### src/rtl/cache_defines.svh
`ifndef CACHE_DEFINES_SVH
`define CACHE_DEFINES_SVH

// ------------------------------------------------------------
// cache geometry
// ------------------------------------------------------------
`define CACHE_SIZE           512   // total data bytes.
`define CACHE_LINE_SIZE      16    // bytes per line.
`define CACHE_LINE_WORDS     (`CACHE_LINE_SIZE / 4)
`define CACHE_LINES          (`CACHE_SIZE / `CACHE_LINE_SIZE)

// ------------------------------------------------------------
// word address split: tag | index | offset
// ------------------------------------------------------------
`define CACHE_WORD_ADDR_BITS 30
`define CACHE_OFFSET_BITS    2     // word within a line.
`define CACHE_INDEX_BITS     5     // line select.
`define CACHE_TAG_BITS       (`CACHE_WORD_ADDR_BITS - `CACHE_INDEX_BITS - `CACHE_OFFSET_BITS)

// byte lane rams hold one byte of every word in the cache
`define CACHE_LANE_ADDR_BITS (`CACHE_INDEX_BITS + `CACHE_OFFSET_BITS)

`endif
### src/rtl/cache_pkg.sv
`default_nettype none

`include "cache_defines.svh"

package cache_pkg;

	// ------------------------------------------------------------
	// bus types
	// ------------------------------------------------------------
	typedef logic [`CACHE_WORD_ADDR_BITS-1:0] word_addr_t;  // cpu and memory address.
	typedef logic [31:0]                      word_t;
	typedef logic [7:0]                       byte_t;       // one lane entry.
	typedef logic [3:0]                       bytesel_t;    // bit n enables byte n.

	// ------------------------------------------------------------
	// line bookkeeping
	// ------------------------------------------------------------
	typedef logic [`CACHE_INDEX_BITS-1:0] line_index_t;

	// one entry of the state ram, 25 bits.
	typedef struct packed {
		logic                       valid;
		logic                       dirty;  // line differs from memory.
		logic [`CACHE_TAG_BITS-1:0] tag;
	} line_state_t;

endpackage

`default_nettype wire

### src/rtl/cache_top.sv
`default_nettype none

`include "cache_defines.svh"

module cache_top (
	input  wire                           clk,
	input  wire                           rst_n,
	// cpu side
	input  wire                           c_access,
	input  wire  cache_pkg::word_addr_t   c_addr,
	input  wire  cache_pkg::word_t        c_wr_val,
	input  wire                           c_wr_en,
	input  wire  cache_pkg::bytesel_t     c_bytesel,
	input  wire                           cacheable_addr,
	output wire  cache_pkg::word_t        c_data,
	output wire                           c_ack,
	output wire                           c_error,
	input  wire                           c_inval,
	input  wire                           c_flush,
	input  wire  cache_pkg::line_index_t  c_index,
	output wire                           cacheop_complete,
	output wire                           cache_ready,
	// memory side
	output wire                           m_access,
	output wire  cache_pkg::word_addr_t   m_addr,
	output wire  cache_pkg::word_t        m_wr_val,
	output wire                           m_wr_en,
	output wire  cache_pkg::bytesel_t     m_bytesel,
	input  wire  cache_pkg::word_t        m_data,
	input  wire                           m_ack,
	input  wire                           m_error
);
	import cache_pkg::*;

	logic [3:0]                       lane_wr_en;
	logic [`CACHE_LANE_ADDR_BITS-1:0] lane_wr_addr;
	logic [`CACHE_LANE_ADDR_BITS-1:0] lane_rd_addr;
	byte_t [3:0]                      lane_wr_data;
	wire  byte_t [3:0]                lane_rd_data;  // one byte per lane ram.
	logic                             sel_bypass;
	logic                             bypass_load;

	cache_ctrl u_ctrl (
		.clk, .rst_n,
		.c_access, .c_addr, .c_wr_val, .c_wr_en, .c_bytesel, .cacheable_addr,
		.c_inval, .c_flush, .c_index,
		.c_ack, .c_error, .cacheop_complete, .cache_ready,
		.m_access, .m_addr, .m_wr_val, .m_wr_en, .m_bytesel,
		.m_data, .m_ack, .m_error,
		.lane_wr_en, .lane_wr_addr, .lane_rd_addr, .lane_wr_data, .lane_rd_data,
		.sel_bypass, .bypass_load
	);

	// ------------------------------------------------------------
	// byte lane data rams
	// ------------------------------------------------------------
	for (genvar i = 0; i < 4; i++) begin : g_lane
		cache_ram #(
			.entry_t(byte_t),
			.depth  (`CACHE_LINES * `CACHE_LINE_WORDS)
		) u_lane (
			.clk    (clk),
			.wr_en  (lane_wr_en[i]),
			.wr_addr(lane_wr_addr),
			.rd_addr(lane_rd_addr),
			.wr_data(lane_wr_data[i]),
			.rd_data(lane_rd_data[i])
		);
	end

	cache_resp u_resp (
		.clk, .rst_n,
		.lane_rd_data, .m_data,
		.bypass_load, .sel_bypass,
		.c_data
	);

endmodule

`default_nettype wire

### src/rtl/cache_resp.sv
`default_nettype none

module cache_resp (
	input  wire                           clk,
	input  wire                           rst_n,
	input  wire  cache_pkg::byte_t [3:0]  lane_rd_data,
	input  wire  cache_pkg::word_t        m_data,
	input  wire                           bypass_load,
	input  wire                           sel_bypass,
	output cache_pkg::word_t              c_data
);
	import cache_pkg::*;

	word_t bypass_word;  // last uncached read.
	word_t lane_word;

	// ------------------------------------------------------------
	// bypass holding register
	// ------------------------------------------------------------
	always_ff @(posedge clk) begin
		if (!rst_n)
			bypass_word <= '0;
		else if (bypass_load)
			bypass_word <= m_data;
	end

	// ------------------------------------------------------------
	// lane assembly, lane 0 is the low byte
	// ------------------------------------------------------------
	always_comb begin
		for (int i = 0; i < 4; i++)
			lane_word[8*i +: 8] = lane_rd_data[i];
	end

	// cache word unless the access went round the cache.
	assign c_data = sel_bypass ? bypass_word : lane_word;

endmodule

`default_nettype wire

### src/rtl/cache_ctrl.sv
`default_nettype none

`include "cache_defines.svh"

module cache_ctrl (
	input  wire                                clk,
	input  wire                                rst_n,
	// cpu side
	input  wire                                c_access,
	input  wire  cache_pkg::word_addr_t        c_addr,
	input  wire  cache_pkg::word_t             c_wr_val,
	input  wire                                c_wr_en,
	input  wire  cache_pkg::bytesel_t          c_bytesel,
	input  wire                                cacheable_addr,
	input  wire                                c_inval,
	input  wire                                c_flush,
	input  wire  cache_pkg::line_index_t       c_index,
	output logic                               c_ack,
	output logic                               c_error,
	output logic                               cacheop_complete,
	output logic                               cache_ready,
	// memory side
	output logic                               m_access,
	output cache_pkg::word_addr_t              m_addr,
	output cache_pkg::word_t                   m_wr_val,
	output logic                               m_wr_en,
	output cache_pkg::bytesel_t                m_bytesel,
	input  wire  cache_pkg::word_t             m_data,
	input  wire                                m_ack,
	input  wire                                m_error,
	// byte lanes and response unit
	output logic [3:0]                         lane_wr_en,
	output logic [`CACHE_LANE_ADDR_BITS-1:0]   lane_wr_addr,
	output logic [`CACHE_LANE_ADDR_BITS-1:0]   lane_rd_addr,
	output cache_pkg::byte_t [3:0]             lane_wr_data,
	input  wire  cache_pkg::byte_t [3:0]       lane_rd_data,
	output logic                               sel_bypass,
	output logic                               bypass_load
);
	import cache_pkg::*;

	localparam int INDEX_LSB = `CACHE_OFFSET_BITS;
	localparam int TAG_LSB   = `CACHE_OFFSET_BITS + `CACHE_INDEX_BITS;

	typedef logic [`CACHE_OFFSET_BITS-1:0] offset_t;
	typedef logic [`CACHE_TAG_BITS-1:0]    tag_t;

	localparam offset_t FIRST_WORD = '0;

	typedef enum logic [2:0] {
		ST_SWEEP,
		ST_IDLE,
		ST_COMPARE,
		ST_EVICT,
		ST_FILL,
		ST_WRITE_MISS,
		ST_BYPASS,
		ST_FLUSH
	} state_t;

	state_t      state;
	state_t      next_state;
	line_index_t sweep_cnt;
	offset_t     word_cnt;  // line word in flight.

	line_index_t req_index;
	offset_t     req_offset;
	tag_t        req_tag;
	logic        req_wr_en;
	word_t       req_wr_val;
	bytesel_t    req_bytesel;

	logic        state_wr_en;
	line_index_t state_wr_addr;
	line_index_t state_rd_addr;
	line_state_t state_wr_data;
	line_state_t line_q;      // state of the addressed line.

	logic        start_access;
	logic        start_flush;
	logic        do_inval;
	logic        hit;
	logic        victim_dirty;
	logic        line_done;
	word_t       lane_word;

	assign start_access = state == ST_IDLE && c_access;
	assign start_flush  = state == ST_IDLE && !c_access && c_flush;
	assign do_inval     = state == ST_IDLE && !c_access && !c_flush && c_inval;
	assign hit          = line_q.valid && line_q.tag == req_tag;
	assign victim_dirty = line_q.valid && line_q.dirty;
	assign line_done    = m_ack && word_cnt == '1;
	assign lane_word    = lane_rd_data;
	assign bypass_load  = state == ST_BYPASS && m_ack;

	// ------------------------------------------------------------
	// tag and state ram
	// ------------------------------------------------------------
	assign state_rd_addr = state != ST_IDLE ? req_index :
		c_access ? c_addr[INDEX_LSB +: `CACHE_INDEX_BITS] : c_index;

	cache_ram #(
		.entry_t(line_state_t),
		.depth  (`CACHE_LINES)
	) u_state_ram (
		.clk    (clk),
		.wr_en  (state_wr_en),
		.wr_addr(state_wr_addr),
		.rd_addr(state_rd_addr),
		.wr_data(state_wr_data),
		.rd_data(line_q)
	);

	always_comb begin
		state_wr_en   = 1'b0;
		state_wr_addr = req_index;
		state_wr_data = '0;                          // invalid, clean.
		case (state)
		ST_SWEEP: begin
			state_wr_en   = 1'b1;
			state_wr_addr = sweep_cnt;
		end
		ST_IDLE: begin
			state_wr_en   = do_inval;
			state_wr_addr = c_index;
		end
		ST_COMPARE: begin
			state_wr_en   = hit && req_wr_en;            // write hit dirties the line.
			state_wr_data = '{valid: 1'b1, dirty: 1'b1, tag: req_tag};
		end
		ST_FILL: begin
			state_wr_en   = m_ack && (m_error || line_done);
			state_wr_data = '{valid: !m_error, dirty: 1'b0, tag: req_tag};
		end
		ST_FLUSH: begin
			state_wr_en   = line_done && !m_error;     // written back, now clean.
			state_wr_data = '{valid: 1'b1, dirty: 1'b0, tag: line_q.tag};
		end
		default: ;
		endcase
	end

	// ------------------------------------------------------------
	// byte lane write and read side
	// ------------------------------------------------------------
	always_comb begin
		lane_wr_en   = '0;
		lane_wr_addr = {req_index, req_offset};
		lane_wr_data = req_wr_val;
		lane_rd_addr = {req_index, req_offset};
		case (state)
		ST_IDLE:
			lane_rd_addr = c_access ? c_addr[0 +: `CACHE_LANE_ADDR_BITS] :
				{c_index, FIRST_WORD};
		ST_COMPARE: begin
			if (hit && req_wr_en)
				lane_wr_en = req_bytesel;              // merge written bytes.
			if (!hit)
				lane_rd_addr = {req_index, FIRST_WORD}; // victim word 0 for an evict.
		end
		ST_FILL: begin
			lane_wr_en   = {4{m_ack && !m_error}};
			lane_wr_addr = {req_index, word_cnt};
			lane_wr_data = m_data;
		end
		ST_EVICT, ST_FLUSH:
			lane_rd_addr = {req_index, offset_t'(word_cnt + offset_t'(m_ack))};  // read ahead.
		default: ;
		endcase
	end

	// ------------------------------------------------------------
	// memory bus driver
	// ------------------------------------------------------------
	always_comb begin
		m_access  = 1'b0;
		m_addr    = {req_tag, req_index, req_offset};
		m_wr_val  = req_wr_val;
		m_wr_en   = 1'b0;
		m_bytesel = req_bytesel;
		case (state)
		ST_EVICT, ST_FLUSH: begin
			m_access  = state == ST_EVICT || victim_dirty;
			m_addr    = {line_q.tag, req_index, word_cnt};
			m_wr_val  = lane_word;
			m_wr_en   = 1'b1;
			m_bytesel = '1;
		end
		ST_FILL: begin
			m_access  = 1'b1;
			m_addr    = {req_tag, req_index, word_cnt};
			m_bytesel = '1;
		end
		ST_WRITE_MISS, ST_BYPASS: begin
			m_access  = 1'b1;
			m_wr_en   = req_wr_en;
		end
		default: ;
		endcase
	end

	// ------------------------------------------------------------
	// fsm
	// ------------------------------------------------------------
	always_comb begin
		next_state = state;
		case (state)
		ST_SWEEP:
			if (sweep_cnt == '1)
				next_state = ST_IDLE;
		ST_IDLE:
			if (c_access)
				next_state = cacheable_addr ? ST_COMPARE : ST_BYPASS;
			else if (c_flush)
				next_state = ST_FLUSH;
		ST_COMPARE:
			if (hit)
				next_state = ST_IDLE;
			else if (req_wr_en)
				next_state = ST_WRITE_MISS;        // no allocate on writes.
			else if (victim_dirty)
				next_state = ST_EVICT;
			else
				next_state = ST_FILL;
		ST_EVICT:
			if (m_ack && m_error)
				next_state = ST_IDLE;
			else if (line_done)
				next_state = ST_FILL;
		ST_FILL, ST_FLUSH:
			if ((state == ST_FLUSH && !victim_dirty) || (m_ack && (m_error || line_done)))
				next_state = ST_IDLE;
		ST_WRITE_MISS, ST_BYPASS:
			if (m_ack)
				next_state = ST_IDLE;
		default:
			next_state = ST_IDLE;
		endcase
	end

	always_ff @(posedge clk) begin
		if (!rst_n) begin
			state       <= ST_SWEEP;
			sweep_cnt   <= '0;
			cache_ready <= 1'b0;
			word_cnt    <= '0;
		end else begin
			state <= next_state;
			if (state == ST_SWEEP)
				sweep_cnt <= sweep_cnt + 1'b1;
			if (state == ST_SWEEP && sweep_cnt == '1)
				cache_ready <= 1'b1;
			if (state == ST_IDLE)
				word_cnt <= '0;
			else if (m_ack && (state == ST_EVICT || state == ST_FILL || state == ST_FLUSH))
				word_cnt <= word_cnt + 1'b1;  // wraps to 0 between evict and fill.
		end
	end

	// cpu strobes, one cycle each
	always_ff @(posedge clk) begin
		if (!rst_n) begin
			c_ack            <= 1'b0;
			c_error          <= 1'b0;
			cacheop_complete <= 1'b0;
			sel_bypass       <= 1'b0;
		end else begin
			c_ack            <= 1'b0;
			c_error          <= 1'b0;
			cacheop_complete <= 1'b0;
			sel_bypass       <= 1'b0;
			case (state)
			ST_IDLE:
				cacheop_complete <= do_inval;
			ST_COMPARE:
				c_ack <= hit;
			ST_EVICT: begin
				c_ack   <= m_ack && m_error;       // give up, victim stays dirty.
				c_error <= m_ack && m_error;
			end
			ST_FILL: begin
				c_ack   <= m_ack && (m_error || line_done);
				c_error <= m_ack && m_error;
			end
			ST_WRITE_MISS, ST_BYPASS: begin
				c_ack      <= m_ack;
				c_error    <= m_ack && m_error;
				sel_bypass <= state == ST_BYPASS && m_ack;
			end
			ST_FLUSH:
				cacheop_complete <= !victim_dirty || (m_ack && (m_error || line_done));
			default: ;
			endcase
		end
	end

	// request latch
	always_ff @(posedge clk) begin
		if (start_access) begin
			req_index   <= c_addr[INDEX_LSB +: `CACHE_INDEX_BITS];
			req_offset  <= c_addr[0 +: `CACHE_OFFSET_BITS];
			req_tag     <= c_addr[TAG_LSB +: `CACHE_TAG_BITS];
			req_wr_en   <= c_wr_en;
			req_wr_val  <= c_wr_val;
			req_bytesel <= c_bytesel;
		end else if (start_flush) begin
			req_index   <= c_index;
		end
	end

endmodule

`default_nettype wire

### src/rtl/cache_ram.sv
`default_nettype none

module cache_ram #(
	parameter type entry_t = logic [7:0],
	parameter int  depth   = 128
) (
	input  wire                       clk,
	input  wire                       wr_en,
	input  wire  [$clog2(depth)-1:0]  wr_addr,
	input  wire  [$clog2(depth)-1:0]  rd_addr,
	input  wire  entry_t              wr_data,
	output entry_t                    rd_data
);

	entry_t mem [depth];

	always_ff @(posedge clk) begin
		if (wr_en)
			mem[wr_addr] <= wr_data;
	end

	// registered read, new data wins on a collision.
	always_ff @(posedge clk) begin
		if (wr_en && wr_addr == rd_addr)
			rd_data <= wr_data;
		else
			rd_data <= mem[rd_addr];
	end

endmodule

`default_nettype wire

### config.mk
export PLATFORM = sky130hd
export DESIGN_NAME = cache_top
export DESIGN_NICKNAME = d
export VERILOG_FILES = /design/src/rtl/cache_pkg.sv /design/src/rtl/cache_top.sv /design/src/rtl/cache_resp.sv /design/src/rtl/cache_ctrl.sv /design/src/rtl/cache_ram.sv
export VERILOG_INCLUDE_DIRS = /design/src /design/src/rtl
export SDC_FILE = /design/constraint.sdc
export NUM_CORES = 2
export LEC_CHECK = 0
export BUFFER_PORTS_ARGS = -buffer_cell sky130_fd_sc_hd__buf_2
export CAP_MARGIN = 20
export CORE_MARGIN = 2
export CORE_UTILIZATION = 28
export CTS_BUF_LIST = sky130_fd_sc_hd__clkbuf_4 sky130_fd_sc_hd__clkbuf_8
export DETAILED_ROUTE_END_ITERATION = 10
export HOLD_SLACK_MARGIN = 0.03
export PLACE_DENSITY = 0.42
export SLEW_MARGIN = 30
export SYNTH_ARGS = -nofsm -noshare
export SYNTH_HDL_FRONTEND = slang
export SYNTH_HIERARCHICAL = 1
export SYNTH_MEMORY_MAX_BITS = 65536
export SYNTH_SLANG_ARGS = --single-unit
### constraint.sdc
create_clock -name clk -period 4.27 [get_ports clk]
set_input_delay 0.2135 -clock clk [delete_from_list [all_inputs] [get_ports clk]]
set_output_delay 0.2135 -clock clk [all_outputs]
set_load 0.1 [all_outputs]
* Word level (Yosys, flattened, before mapping)
Memory sizes are Yosys's and may differ from the RTL's. A register that Yosys moved wholly into a read port is not among the register bits. Cells that the tools add are included.
Word-level totals: flip-flop bits (word level) 114, bits in writable memories 4896, bits of input ports 112, output and inout bits 104, logic and storage cells 123, memories 5
Memories:
- g_lane[0].u_lane.mem | words 128, width 8, rd ports 1, clocked after memory_dff 1, write ports 1, line cache_ram.sv:15 | entry_t mem [depth];
- g_lane[1].u_lane.mem | words 128, width 8, rd ports 1, clocked after memory_dff 1, write ports 1, line cache_ram.sv:15
- g_lane[2].u_lane.mem | words 128, width 8, rd ports 1, clocked after memory_dff 1, write ports 1, line cache_ram.sv:15
- g_lane[3].u_lane.mem | words 128, width 8, rd ports 1, clocked after memory_dff 1, write ports 1, line cache_ram.sv:15
- u_ctrl.u_state_ram.mem | words 32, width 25, rd ports 1, clocked after memory_dff 1, write ports 1, line cache_ram.sv:15
Operators by class: add/sub/neg operators 3, equal/unequal tests 16, multiplexer cells 44, bitwise operators 1, reduce and logical (&&, ||, !) cells 39
Operators by type and width (count):
- 32-bit 2-to-1 mux | 3
- 25-bit one-hot mux with 3 select lines | 1
- 30-bit one-hot mux with 2 select lines | 1
- 3-bit 2-to-1 mux | 11
- 23-bit == test | 1
- 7-bit one-hot mux with 3 select lines | 1
- 5-bit 2-to-1 mux | 4
- 3-bit one-hot mux with 6 select lines | 1
- 1-bit logical AND | 17
- 3-bit == test, second input constant | 4
- 1-bit 2-to-1 mux | 10
- 5-bit one-hot mux with 2 select lines | 1
- 4-bit 2-to-1 mux | 2
- 4-bit one-hot mux with 2 select lines | 1
- 2-bit OR reduction | 4
- 7-bit 2-to-1 mux | 1
- 3-bit by 2-bit == test with 1-bit output, second input constant | 2
- 1-bit logical OR | 6
- 1-bit one-hot mux with 2 select lines | 3
- 3-bit OR reduction | 2
- 5-bit by 1-bit adder with 5-bit output, second input constant | 1
- 5-bit == test, second input constant | 1
- 1-bit one-hot mux with 5 select lines | 1
- 5-bit AND reduction | 1
- 17 further kinds | 23

* Longest topological paths before layout
depth in word-level cells 7, depth in mapped cells 18, gate-level depth less buffers 13

* Cells and area by module
Netlist, hierarchy kept.
By module, submodules not included:
- cache_ram (g_lane[0].u_lane ...) | instances 4, cells an instance 1634, area an instance 39645.5 um^2, sequential area each 30889.6 um^2
- cache_ram (u_ctrl.u_state_ram) | instances 1, cells an instance 1758, area an instance 31426.4 um^2, sequential area each 24123.1 um^2
- cache_ctrl | instances 1, cells an instance 629, area an instance 5238.8 um^2, sequential area each 2312.2 um^2
- cache_resp | instances 1, cells an instance 139, area an instance 1773.0 um^2, sequential area each 640.6 um^2

* Worst setup path after synthesis
No wires, ideal clock.
path type register -> register, start point register with a tool-made name, end point memory u_ctrl/u_state_ram/mem[28][0] (netlist name) (enable), setup time 407 ps, data arrival time 4034 ps, required time 3863 ps, path slack -171 ps, cell stages (with the launch flop) 17, path buffers 5, period minus slack after synthesis 4441 ps, cell sequence dfxtp_1 > buf_6 > buf_8 > buf_6 > buf_6 > mux2i_1 > a22oi_1 > a31oi_1 > nand3_1 > xnor2_1 > nand4_1 > nor4_1 > nand3_1 > a21oi_1 > or3b_2 > clkbuf_1 > nor2_1
RTL lines (line):
- to (decl) | cache_ram.sv:15

==> results.md <==
* Crit-path max cell delay at 0.60 ns
* Crit path DAT at 4.87 ns
* Startpoint Class: flip-flop
* Worst-margin pin slew at 1.03 ns
* WL/cell at 28.0 um
* Maximum number of pins on one net before global-route repair at between 100 and 150
* CTS tree: built
* Failing checks: setup timing
* Post-synth EDFFs at 4,963
* Worst Min Path Start: m_error
* DIE HEIGHT at 843 um
* Area occupied by multi-input gates at between 40,000 and 50,000 um^2
* Top delay family on crit path: multiplexers
* Hold Crit Class: in -> reg
* Initial DRC count at approximately 10,000
* Nets at 11,500
* Placer Congestion at around 0.79
* Core area at approximately 700,000 um^2
* Vias in the first global route at 106,000
* Post-Syn Instances at around 9,100
* FFs w/ async S/R, synth at 0%
* Met3 wire length at 36,900 um
* DP HPWL at between 300,000 and 400,000 um
* Reg2reg setup slack at -0.61 ns
* Fin Clk Skew at 0.125 ns
* Post-route DRC violation count at 0
* Initial Utilization at between 20% and 30%
* CTS Buffer Depth at 4
* Most used cell, CP: mux4_2
* Synth Cell Area at 197,000 um^2
* Die Area at 710,000 um^2
* Hold Path End: u_ctrl/c_error
* Crit. End Element: output port
* WL final at 598,000 um
* Post-Route M1 WL at 259,000 um
* Static leakage at 0.0801 uW
* Worst r2r path cells at 27
* CP max FO at 5
* Fillers at approximately 65,000
* PortBufs at 215
* PD cells at between 600 and 700 nW/um^2
* Tmin final at 5.08 ns
* Worst setup margin at -0.811 ns
* Period utilization at 119%
* Num CTS Buffers at between 800 and 900
* Hold path cells at 3
* Req. time, crit path at 4.06 ns
* Slew HR at a little under a third
* Register area at ~150,000 um^2
* Reg clk slew, reported paths at 0.07 ns
* Register area share after synthesis at 76.5%
* First-pass GRT wire length at 834,000 um
* Distinct cells, synth at about 60
* P&R area growth vs syn at 25.3%
* # Max-Cap Violations at 0
* H-tree depth at 6
* Clock Tree Root: clkbuf_8
* Setup tns final at -1961.66 ns
* RSZ-0062 raised after global routing: true
* WS Path Type: reg -> out
* Status: finished with violations
* R2r endpoint: g_lane[0].u_lane/mem[90][5]
* CTS sink cnt at 5,043
* Final hold vios at 0
* Vias at 101,000
* Crit path max-delay cell type: mux4_2
* IO Pins at 216
* Share of cells above drive strength 1 at approximately two fifths
* Syn. warnings at 6
* Drt pass-1 iters at 6
* Worst path cell trace: buf_8, buf_12, buf_16, mux4_2, mux4_2, mux4_2, mux2_4, mux2_4, buf_12
* Rows at 308
* Worst skew pair latency at approximately 1.3 ns
* GRT Util Overall at 16.2%
* FMAX at 0.197 GHz
* Top Metal Used: met5
* Antenna-violating nets left at 0
* Initial antenna violation count at 67
* Total global routing overflow at 0
* Setup violators final at 4,966
* Mapped Avg Cell Area at 21.7 um^2
* Die width at 843 um
* Detail Route met2 WL at roughly 290,000 um
* Fin. max-slew vios at 0
* Mapped Nets at 9,180
* Top_reg_cell synth: edfxtp_1
* Peak VDD IR at 0.00149 V
* Sum of buffers and inverters on the critical path at 4
* Vias per cell at 4.75
* WHS at 0.199 ns
* Flops & latches, synth at 5,043
final cells by class:
cell class                      instances  area share, %
Clock buffer                         1065           5.36
Timing Repair Buffer                 1964           8.90
Inverter                               14         0.0213
Multi-Input combinational cell       3495           18.7
Tap cell                             9300           4.71
Sequential cell                      5043           61.0
Antenna cell                           16         0.0162
Clock inverter                        451           1.30
per-stage QoR:
stage | std cells | utilization [%] | total power [uW] | cell area [um^2] | setup slack (ns)
4_1_cts | 21300 | 34.8 | 172000 | 244000 | -1.04
2_1_floorplan | 9062 | - | 96400 | 197000 | -0.171
6_report | 21300 | 35.2 | 170000 | 247000 | -0.811
3_3_place_gp | 19300 | 31.3 | 122000 | 220000 | -1.03
3_5_place_dp | 19300 | 31.3 | 122000 | 220000 | -0.983
5_1_grt | 21300 | 35.2 | 177000 | 247000 | -0.958
state kept, by name, indices dropped and copies added (netlist names), 2 cells and up, named ones only:
register,cells
u_ctrl/state,3
u_ctrl/req_wr_val,32
u_resp/bypass_word,32
u_ctrl/req_tag,23
u_ctrl/req_index,5
u_ctrl/u_state_ram/mem,800
u_ctrl/sweep_cnt,5
u_ctrl/req_bytesel,4
g_lane.u_lane/mem,4096
u_ctrl/req_offset,2
u_ctrl/word_cnt,2
cells in the mapped netlist (all sizes together) (2+ instances only):
cell type,number,area (um^2)
edfxtp,4963,149000
mux4,1344,30300
nor2,539,2030
mux2i,445,4450
nand2,409,1540
buf,291,1840
clkbuf,219,837
nand3,129,646
a21oi,92,460
dfxtp,80,1600
a22oi,77,578
a22o,74,648
mux2,71,912
nor2b,68,425
nor3,64,332
a31oi,27,169
xnor2,26,228
nand4,22,138
o21ai,19,95.1
inv,14,52.6
nand2b,14,95.1
or3,9,56.3
o22ai,8,50.1
and3,6,37.5
nand3b,6,45.0
a21o,5,37.5
and2,5,31.3
nor4,5,52.6
ha,4,50.1
xor2,4,35.0
nor3b,3,27.5
or3b,3,26.3
a2111oi,2,36.3
a311oi,2,17.5
fa,2,40.0
o31a,2,17.5
kinds of logic after synthesis:
| logic type | Yosys count | synth area share, % |
|---|---|---|
| buffers and inverters | 524 | 1.39 |
| muxes | 1860 | 18.1 |
| xor gates and xnor gates | 30 | 0.133 |
| DFF | 5043 | 76.5 |
| AOI/OAI and AO/OA | 314 | 1.10 |
| and+or+nand+nor | 1284 | 2.79 |
| adders and majority gates | 7 | 0.0508 |
power breakdown:
group / switching (uW) / total [uW] / internal (uW)
Sequential: 1160 / 61700 / 60500
Clock: 19900 / 42400 / 22500
Combinational: 38800 / 66300 / 27500
layer usage:
layer,up-vias,track usage (%)
li1,42600,-
met1,54800,22.4
met2,3298,26.8
met3,818,2.96
met4,6,3.77
met5,-,0
repair_timing:
action | 4_1_cts | 5_1_grt
pin swaps | 18 | 104
cloned | 61 | 14
hold buffers | 314 | 0
setup endpoints to repair | 4983 | 4980
gates resized for setup | 545 | 506
setup buffers | 101 | 46
hold endpoints to repair | 4425 | 0
cells in the final DEF (no fill, tap or decap), types with 148 or more instances in the layout:
master,instances
nand2_1,312
clkbuf_8,838
dlygate4sd3_1,314
buf_6,203
mux4_2,1344
clkbuf_4,227
nor2_1,386
edfxtp_1,4963
mux2i_1,441
buf_2,148
buf_12,305
buf_4,864
clkinv_1,230
tightest hold or removal path, stage by stage:
cell,delay (ns)
dlygate4sd3_1,0.66
buf_2,0.25
nor3b_4,0.23
worst max-delay path by stage:
stage / end / depth (start not counted) / slack (ns)
after floorplan: u_ctrl/u_state_ram/mem[28][0] / 16 / -0.17
after detailed placement: g_lane[3].u_lane/mem[102][3] / 21 / -0.98
after global placement: g_lane[3].u_lane/mem[102][3] / 21 / -1.03
final: c_data[9] / 9 / -0.81
after CTS: c_data[30] / 10 / -1.04
after global routing: m_wr_val[31] / 11 / -0.96
(Power assumes the default switching activity.)
